### src/design/hanCarlson_defs.svh
// Han-Carlson adder constants
// Operand width, number of prefix levels on odd bit positions and the
// pipeline latency from operand sampling to a visible result

`ifndef HAN_CARLSON_DEFS_SVH
`define HAN_CARLSON_DEFS_SVH

// Operand width in bits
`define HC_WIDTH 32

// Kogge-Stone levels on odd positions, log2 of the width
`define HC_ODD_LEVELS 5

// Rising edges from operand sampling to the result on s
`define HC_LATENCY 2

`endif

### src/design/hanCarlsonPkg.sv
// Han-Carlson adder types
// Operand and result words, and the group generate/propagate bundle
// passed from the odd-position prefix tree to the sum stage

`include "hanCarlson_defs.svh"

package hanCarlsonPkg;

  // One adder operand
  typedef logic [`HC_WIDTH-1:0] operandT;

  // Result word, carry-out is the top bit
  typedef logic [`HC_WIDTH:0] sumT;

  // Group generate and propagate per bit position
  typedef struct packed {
    operandT g; // Group generate
    operandT p; // Group propagate
  } gpVecT;

endpackage

### src/design/hcOddPrefixTree.sv
// Han-Carlson prefix tree, odd bit positions
// Forms the bitwise generate and propagate of the two operands, then
// runs the Kogge-Stone levels with doubling span on odd positions only.
// After the last level each odd position holds the group signal from
// bit 0 up to itself, while even positions still carry bitwise values.

`timescale 1ns/1ps

`include "hanCarlson_defs.svh"

module hcOddPrefixTree
(
  input  hanCarlsonPkg::operandT a,
  input  hanCarlsonPkg::operandT b,
  output hanCarlsonPkg::operandT bitProp,
  output hanCarlsonPkg::gpVecT   oddGp
);

  // Level 0 is bitwise, level HC_ODD_LEVELS is the tree output
  wire hanCarlsonPkg::gpVecT levelGp [0:`HC_ODD_LEVELS];

  logic [2:0] lowPairSum; // Carry check on bits 1:0

  assign levelGp[0].g = a & b;
  assign levelGp[0].p = a ^ b;

  for (genvar lvl = 1; lvl <= `HC_ODD_LEVELS; lvl++)
  begin : gLevel
    localparam int Span = 1 << (lvl - 1);

    for (genvar i = 0; i < `HC_WIDTH; i++)
    begin : gBit
      if (((i % 2) == 1) && (i >= Span))
      begin : gMerge
        // Carry operator, upper group i with lower group i-Span
        assign levelGp[lvl].g[i] = levelGp[lvl-1].g[i] |
                                   (levelGp[lvl-1].p[i] & levelGp[lvl-1].g[i-Span]);
        assign levelGp[lvl].p[i] = levelGp[lvl-1].p[i] & levelGp[lvl-1].p[i-Span];
      end
      else
      begin : gPass
        assign levelGp[lvl].g[i] = levelGp[lvl-1].g[i]; // Even or already complete
        assign levelGp[lvl].p[i] = levelGp[lvl-1].p[i];
      end
    end
  end

  assign bitProp = levelGp[0].p;
  assign oddGp   = levelGp[`HC_ODD_LEVELS];

  assign lowPairSum = {1'b0, a[1:0]} + {1'b0, b[1:0]};

  // Bit 1 is closed after the first level and must survive all later ones
  bitOneCarry: assert final ($isunknown({a[1:0], b[1:0]}) || (oddGp.g[1] == lowPairSum[2]))
    else $error("hcOddPrefixTree: group generate at bit 1 differs from the two-bit carry");

endmodule

### src/design/hcSumStage.sv
// Han-Carlson final level and sum
// Fills in each even position above zero from its odd neighbour below,
// so every position holds the carry out of bits 0 up to itself. The sum
// bits are these carries XORed with the next bitwise propagate, and the
// top carry becomes the carry-out. Carry-in is zero.

`timescale 1ns/1ps

`include "hanCarlson_defs.svh"

module hcSumStage
(
  input  hanCarlsonPkg::gpVecT   oddGp,
  input  hanCarlsonPkg::operandT bitProp,
  output hanCarlsonPkg::sumT     sum
);

  hanCarlsonPkg::operandT carry; // Carry out of bits i:0

  // Even fill-in level
  always_comb
  begin
    carry = oddGp.g; // Odd positions and bit 0 are already complete
    for (int i = 2; i < `HC_WIDTH; i += 2)
    begin
      carry[i] = oddGp.g[i] | (oddGp.p[i] & oddGp.g[i - 1]);
    end
  end

  // Sum formation
  always_comb
  begin
    sum[0] = bitProp[0]; // No carry into bit 0
    for (int i = 1; i < `HC_WIDTH; i++)
    begin
      sum[i] = carry[i - 1] ^ bitProp[i];
    end
    sum[`HC_WIDTH] = carry[`HC_WIDTH - 1]; // Carry-out
  end

endmodule

### src/design/hanCarlsonAdd32.sv
// Pipelined 32-bit Han-Carlson adder
// Operands are registered on every clock, summed by the parallel-prefix
// network and the 33-bit result is registered into s. Latency is two
// edges and a new operand pair is accepted every cycle.

`timescale 1ns/1ps

`include "hanCarlson_defs.svh"

module hanCarlsonAdd32
(
  input  logic                   clk,
  input  logic                   rst,
  input  hanCarlsonPkg::operandT x,
  input  hanCarlsonPkg::operandT y,
  output hanCarlsonPkg::sumT     s
);

  hanCarlsonPkg::operandT xReg;
  hanCarlsonPkg::operandT yReg;
  hanCarlsonPkg::operandT bitProp; // Bitwise propagate
  hanCarlsonPkg::gpVecT   oddGp;   // Tree output
  hanCarlsonPkg::sumT     sumComb; // Unregistered sum

  // Tree depth must cover the full width
  if ((1 << `HC_ODD_LEVELS) != `HC_WIDTH)
  begin : gDepthCheck
    $error("hanCarlsonAdd32: HC_ODD_LEVELS does not match HC_WIDTH");
  end

  always_ff @(posedge clk)
  begin
    if (rst)
    begin
      xReg <= '0;
      yReg <= '0;
      s    <= '0;
    end
    else
    begin
      xReg <= x;
      yReg <= y;
      s    <= sumComb;
    end
  end

  hcOddPrefixTree uTree
  (
    .a       (xReg),
    .b       (yReg),
    .bitProp (bitProp),
    .oddGp   (oddGp)
  );

  hcSumStage uSum
  (
    .oddGp   (oddGp),
    .bitProp (bitProp),
    .sum     (sumComb)
  );

  property pResetClears;
    @(posedge clk) rst |=> (s == '0);
  endproperty

  aResetClears: assert property (pResetClears)
    else $error("hanCarlsonAdd32: s not cleared after a reset edge");

  aNoUnknown: assert property (@(posedge clk) disable iff (rst) !$isunknown(s))
    else $error("hanCarlsonAdd32: s is unknown after reset");

  // Carry-out follows the operands sampled HC_LATENCY edges back
  property pCarryOut;
    @(posedge clk) disable iff (rst)
      (!$past(rst, 1) && !$past(rst, `HC_LATENCY)) |->
        (s[`HC_WIDTH] == (({1'b0, $past(x, `HC_LATENCY)} + {1'b0, $past(y, `HC_LATENCY)})
                          >> `HC_WIDTH));
  endproperty

  aCarryOut: assert property (pCarryOut)
    else $error("hanCarlsonAdd32: carry-out does not match operand overflow");

endmodule

### config.mk
export PLATFORM = sky130hd
export DESIGN_NAME = hanCarlsonAdd32
export DESIGN_NICKNAME = d
export VERILOG_FILES = /design/src/design/hanCarlsonPkg.sv /design/src/design/hcOddPrefixTree.sv /design/src/design/hcSumStage.sv /design/src/design/hanCarlsonAdd32.sv
export VERILOG_INCLUDE_DIRS = /design/src /design/src/design
export SDC_FILE = /design/constraint.sdc
export NUM_CORES = 1
export LEC_CHECK = 0
export ABC_AREA = 1
export BUFFER_PORTS_ARGS = -buffer_cell sky130_fd_sc_hd__buf_2
export CORE_MARGIN = 5
export CORE_UTILIZATION = 54
export DETAILED_ROUTE_END_ITERATION = 16
export GPL_TIMING_DRIVEN = 0
export PLACE_DENSITY = 0.8
export SLEW_MARGIN = 20
export SYNTH_ARGS = -nofsm -noshare
export SYNTH_HDL_FRONTEND = slang
export SYNTH_SLANG_ARGS = --single-unit
### constraint.sdc
create_clock -name clk -period 3 [get_ports clk]
set_clock_uncertainty 0.15 [all_clocks]
set_input_delay 0.45 -clock clk [delete_from_list [all_inputs] [get_ports clk]]
set_output_delay 0.45 -clock clk [all_outputs]
set_load 0.03 [all_outputs]
==> results.tsv, run 1 <==
metric	value	unit
M1 WL	3770	um
crit-path leading delay family	adder cells	
met2 WL	4450	um
via count	3402	
DRT Pass-1 Iters	5	
Clock transition at path regs	100	ps
hold crit path type	in2reg	
WP data required	3150	ps
area leader, netlist	dfxtp_1	
total CTS buffers	9	
crit start category	flop	
Routed WL	8950	um
flip-flop and latch area	1940	um2
post-synthesis sequential area ratio	0.456	
R2R Path Start	yReg[0]	
Synth Register Bits	97	
share of layout cells above drive strength 1	0.188	
worst reg2reg path depth	13	
Max Cap Viol	0	
DP Cell Count	730	
setup TNS	0	ps
highest routed layer	met4	
RSZ-0062 raised after global routing	no	
Synth cell types	22	
Critical Path End Type	flop	
Worst Hold Depth	3	
Tmin final	2520	ps
Filler cells	666	
Nets	752	
Worst VDD drop	0.304	mV
met3 wire length	572	um
critical path's slowest cell	fa_1	
Final Hold Fails	0	
post_cts resized	0	
Synth area leaders	dfxtp_1, inv_1, nor2_1	
chip height	98.8	um
cts hold-fix bufs	0	
I/O Pins	99	
peak fanout along the critical path	2	
global-route wire length before repair	15400	um
CP Class	reg2reg	
initial DRC count	166	
final worst-path cycle share	0.840	
Worst-Margin Slew	540	ps
Max Root-Sink Buffers	2	
pre-CTS WS	526	ps
Row Count	32	
largest net degree at the start of global routing	17	
cells along the critical path	ha_1 -> fa_1 -> nand2_1 -> nand2_1 -> nand3_1 -> nand2_1 -> nand2_1 -> nand2_1 -> inv_1 -> nor2_1 -> nor2_1 -> fa_1 -> nor2_1	
final worst slack	479	ps
Yosys top cell area share	0.456	
# port buffers	97	
Via density	4.56	
RR Endpoint	s[24]	
R2R Setup Slk	480	ps
CTS Sinks	97	
Final Max Tran Viols	0	
routability cong.	0.849	
mean post-synth cell area	8.01	um2
P_leak	2.79	nW
area of the multi-input gates	1760	um2
Clk Latency, worst-skew pair	360	ps
Synth Cell Area	4260	um2
synth warn	0	
Initial Util	0.554	
synth-to-layout area growth	18.5	%
Post-Synthesis Net Count	644	
Hold EP	yReg[25]	
GRT overflow	0	
status	finished clean	
CTS H-Tree Depth	3	
Mapped Cells	531	
DP HPWL	7040	um
largest stage delay on the critical path	420	ps
fin cells	746	
initial antenna violation count	0	
final setup vio count	0	
Residual DRC	0	
die area	9760	um2
post-CTS setup buffers	0	
CTS tree	built	
wire length per cell	12.0	um
PwrDens	515	nW/um2
vias in the first global route	3550	
Die Wd	98.8	um
GRT Overall Usage	0.194	
antenna-violating nets left	0	
diodes inserted	0	
core box area	7690	um2
fmax	397	MHz
cell mode on critical path	nand2_1	
Slew headroom	0.640	
Buf/Inv on CP	1	
Worst Min Path Start	y[25]	
root buffer cell	clkbuf_8	
Arr. time, crit path	2680	ps
[per-layer routing]
layer | vias to the layer above | global-route usage
li1 | 1741 | -
met3 | 20 | 0.0410
met1 | 1536 | 0.231
met4 | 0 | 0.0683
met2 | 105 | 0.345
met5 | - | 0
[worst min-delay path: stages]
cell	delay (ps)
buf_2	70
inv_1	30
nor2_1	60
[how the worst max path moves through the flow]
stage / startpoint / end / slack [ps] / cells after the start
final: yReg[0] / s[24] / 480 / 13
after global routing: yReg[0] / s[26] / 290 / 13
after CTS: yReg[0] / s[24] / 490 / 13
after detailed placement: yReg[0] / s[26] / 530 / 13
after global placement: yReg[0] / s[24] / 580 / 13
after floorplan: yReg[0] / s[24] / 820 / 13
[cell type report]
type                       instances  area share
buffer                            11     0.00943
clock buffer                      10      0.0253
clock inverter                     6     0.00894
inverter                         134      0.0998
multi-input combinational        289       0.350
sequential                        97       0.385
tap                              102      0.0253
timing repair buffer              97      0.0963
[kinds of logic (layout without fill, tap and decap cells)]
logic type	count (synthesis)	count (layout)	share of synthesized area
flops	97	97	0.456
fa+ha+maj	47	47	0.166
compound gates	27	27	0.0356
buf+inv	145	258	0.129
simple gates	200	200	0.181
xor+xnor	15	15	0.0309
[state kept, by name (all words and copies together), names as in the netlist]
signal  count
s          33
xReg       32
yReg       32
[cell usage after synthesis, drive strengths merged]
library cell  number
o21ai              3
nor3               2
and2               1
xor2              15
nand2             70
inv              134
nand3              3
buf                5
ha                31
clkbuf             6
a21o               1
a21oi             19
fa                16
nand4              1
a21boi             1
o21bai             3
dfxtp             97
nor2             123
[report_power, final]
part	total, W	internal, W	switching [W]
Sequential	0.00141	0.00138	0.0000309
Combinational	0.000441	0.000157	0.000283
Clock	0.000748	0.000303	0.000446
Total	0.00260	0.00184	0.000760
[per-stage QoR]
stage | hold slack, ps | util | area, um2 | total power (W)
after detailed placement | 419 | 0.633 | 4870 | 0.00188
final | 131 | 0.656 | 5040 | 0.00260
after floorplan | 369 | - | 4260 | 0.00173
after global placement | 386 | 0.633 | 4870 | 0.00186
after global routing | 123 | 0.656 | 5040 | 0.00273
after CTS | 129 | 0.656 | 5040 | 0.00261
[cells in the final DEF (no fill, tap or decap)]
master	Yosys	final
a21boi_1	1	1
a21o_1	1	1
a21oi_1	19	19
and2_1	1	1
buf_2	5	102
clkbuf_1	6	7
clkbuf_8	0	9
clkinv_2	0	1
clkinv_4	0	2
clkinvlp_4	0	3
dfxtp_1	97	97
fa_1	16	16
ha_1	31	31
inv_1	134	134
nand2_1	68	68
nand2_2	2	2
nand3_1	3	3
nand4_1	1	1
nor2_1	123	123
nor3_1	1	1
nor3_2	1	1
o21ai_0	1	1
o21ai_1	1	1
o21ai_2	1	1
o21bai_1	3	3
xor2_1	15	15
(Power assumes the default switching activity.)
==> run 2, diff against run 1 <==
ABC_AREA = 0   (was 1)
CORE_UTILIZATION = 52   (was 54)
PLACE_DENSITY = 0.78   (was 0.8)
clock period = 2.4 ns   (was 3 ns; I/O delays follow)
==> run 2 against run 1 <==
The flow now finishes with violations (setup timing); cell count down 21%; fmax down 12%; critical path depth down 3; area after synthesis down 8.4%; global-route usage down 1.7 points; combinational power up 24%; clock-buffer cell count up 1; critical path type unchanged; critical endpoint is now s[26]; highest routed layer unchanged.
==> results.tsv, run 2 <==
metric	value	unit	change
area of the multi-input gates	1900	um2	was 1760 um2
Worst VDD drop	0.322	mV	was 0.304 mV
Clock transition at path regs	90	ps	was 100 ps
vias in the first global route	2888		was 3550
largest net degree at the start of global routing	16		was 17
core box area	7290	um2	was 7690 um2
Max Root-Sink Buffers	2		unchanged
Synth area leaders	dfxtp_1, nor2b_1, ha_1		was dfxtp_1, inv_1, nor2_1
final worst slack	-475	ps	was 479 ps
most frequent cells in the layout	buf_2, dfxtp_1, nor2b_1		was inv_1, nor2_1, buf_2
largest stage delay on the critical path	520	ps	was 420 ps
Die Wd	96.6	um	was 98.8 um
fin cells	591		was 746
Top reg by flops	s		unchanged
DRT Pass-1 Iters	4		was 5
Via density	4.71		was 4.56
complex-gate fraction of the synthesized area	0.0834		was 0.0356
Initial Util	0.535		was 0.554
initial DRC count	26		was 166
Arr. time, crit path	2950	ps	was 2680 ps
Clk Latency, worst-skew pair	350	ps	was 360 ps
initial antenna violation count	0		unchanged
Worst-Margin Slew	595	ps	was 540 ps
share of layout cells above drive strength 1	0.301		was 0.188
pre-CTS WS	-640	ps	was 526 ps
Routed WL	7640	um	was 8950 um
hold slack	54.5	ps	was 131 ps
top post-synthesis cells by count	dfxtp_1, nor2b_1, nor2_1		was inv_1, nor2_1, dfxtp_1
flip-flop and latch area	1940	um2	about the same
mean post-synth cell area	10.5	um2	was 8.01 um2
post-synthesis xor/xnor area fraction	0.0337		was 0.0309
top-count cell post-synth	dfxtp_1		was inv_1
RSZ-0062 raised after global routing	yes		was no
main combinational cell family by area after synthesis	adder cells		was simple AND/OR/NAND/NOR gates
P_leak	2.25	nW	was 2.79 nW
Core Util, Final	0.671		was 0.656
CTS H-Tree Depth	3		unchanged
PwrDens	683	nW/um2	was 515 nW/um2
cell mode on critical path	o21a_1		was nand2_1
Row Count	31		was 32
ys flop type	dfxtp_1		unchanged
Synth Register Bits	97		unchanged
root buffer cell	clkbuf_8		unchanged
Filler cells	607		was 666
crit-path leading delay family	compound AO/OA/AOI/OAI gates		was adder cells
Yosys top cell area share	0.498		was 0.456
# port buffers	97		unchanged
Critical Path End Type	flop		unchanged
synth warn	0		unchanged
max reg flops	33		unchanged
crit start category	flop		unchanged
met2 Track Usage GR	0.326		was 0.345
wire length per cell	12.9	um	was 12.0 um
fmax	348	MHz	was 397 MHz
hold crit path type	in2reg		unchanged
critical path's slowest cell	fa_2		was fa_1
Residual DRC	0		unchanged
cells along the critical path	ha_1 -> o211a_1 -> a211oi_4 -> o31ai_4 -> inv_2 -> o21a_1 -> o21a_1 -> o31a_1 -> fa_2 -> nor2_1		was ha_1 -> fa_1 -> nand2_1 -> nand2_1 -> nand3_1 -> nand2_1 -> nand2_1 -> nand2_1 -> inv_1 -> nor2_1 -> nor2_1 -> fa_1 -> nor2_1
diodes inserted	0		unchanged
DP HPWL	6020	um	was 7040 um
CP Class	reg2reg		unchanged
global-route wire length before repair	12400	um	was 15400 um
final worst-path cycle share	1.20		was 0.840
Nets	601		was 752
Tmin final	2880	ps	was 2520 ps
Slew headroom	0.604		was 0.640
via count	2785		was 3402
die area	9330	um2	was 9760 um2
Synth Cell Area	3900	um2	was 4260 um2
chip height	96.6	um	was 98.8 um
GRT overflow	0		unchanged
GRT Overall Usage	0.177		was 0.194
post-synthesis sequential area ratio	0.498		was 0.456
I/O Pins	99		unchanged
total CTS buffers	9		unchanged
largest registers	s: 33 flops, xReg: 32 flops, yReg: 32 flops		unchanged
Buf/Inv on CP	1		unchanged
Synth cell types	33		was 22
met3 usage	0.0411		was 0.0410
Max Cap Viol	0		unchanged
mux cell area share after synthesis	0		unchanged
routability cong.	0.842		was 0.849
Mapped Cells	370		was 531
status	complete, but fails checks		was finished clean
Final Max Tran Viols	0		unchanged
setup TNS	-6390	ps	was 0 ps
CTS tree	built		unchanged
cts hold-fix bufs	0		unchanged
CTS Sinks	97		unchanged
Synth Area in Adders	0.182		was 0.166
failing checks	setup timing		
synth-to-layout area growth	25.6	%	was 18.5%
met1 Use GR	0.196		was 0.231
DP Cell Count	566		was 730
antenna-violating nets left	0		unchanged
busiest grt layer	met2		unchanged
Post-Synthesis Net Count	483		was 644
peak fanout along the critical path	3		was 2
FFs w/ async S/R, synth	0		unchanged
area leader, netlist	dfxtp_1		unchanged
commonest non-fill, non-tap cell in the layout	buf_2		was inv_1
EDFF count, synth	0		unchanged
Final Hold Fails	0		unchanged
final setup vio count	21		was 0
WP data required	2480	ps	was 3150 ps
Simple-Gate Fraction of Synth Area	0.161		was 0.181
[run 2: cell types whose count changed after synthesis, moves of 4 or more]
cell      delta
a21oi_1      -4
clkbuf_1     +4
o21ai_0      +5
o21a_1       +5
nor2_1      -88
nand2_1     -58
buf_2        -5
nor2b_1     +67
inv_1      -102
[run 2: kinds of logic (layout without fill, tap and decap cells)]
group                    after synthesis  count (layout)
AND/OR/NAND/NOR                      119             119
flip-flops                            97              97
AO/OA/AOI/OAI                         48              48
adder cells (fa/ha/maj)               47              47
buffers and inverters                 44             166
XOR/XNOR                              15              15
[run 2: report_power, final]
group | internal (W) | switching [W] | total [W]
combinational | 0.000223 | 0.000322 | 0.000545
sequential | 0.00172 | 0.0000403 | 0.00176
clock | 0.000507 | 0.000530 | 0.00104
total | 0.00245 | 0.000892 | 0.00334
[run 2: layer usage]
layer,vias up,part of all wire
met5,-,0
met4,0,0.015
met3,14,0.055
met2,62,0.53
met1,1297,0.40
li1,1412,-
[run 2: final timing paths]
check	startpoint	to	slack (ps)	depth (start not counted)
min reg2reg	yReg[0]	s[0]	450	2
max reg2reg	xReg[5]	s[26]	-480	10
max	xReg[5]	s[26]	-480	10
min	x[11]	xReg[11]	50	2
[run 2: through the flow]
step	area (um2)	power [W]
2_1_floorplan	3920	0.00215
3_3_place_gp	4530	0.00230
3_5_place_dp	4530	0.00232
4_1_cts	4820	0.00336
5_1_grt	4900	0.00352
6_report	4900	0.00334
[run 2: cell type report]
type | instances | area share
well taps | 99 | 0.0253
repair buffers | 107 | 0.115
flip-flops and latches | 97 | 0.397
inverters | 33 | 0.0253
plain buffers | 11 | 0.00843
clock buffers | 11 | 0.0289
clock inverters | 4 | 0.0110
multi-input cells | 229 | 0.389
[run 2: timing repair]
item                                    CTS  global route
endpoints found under the setup margin   23            24
pin swaps                                16            11
gates resized for setup                  10            10
buffers inserted                          9             5
[run 2: worst reg2reg max path, stage by stage, from the launching register on]
cell,delay [ps]
dfxtp_1,320
ha_1,320
o211a_1,230
a211oi_4,100
o31ai_4,340
inv_2,70
o21a_1,210
o21a_1,200
o31a_1,260
fa_2,520
nor2_1,40
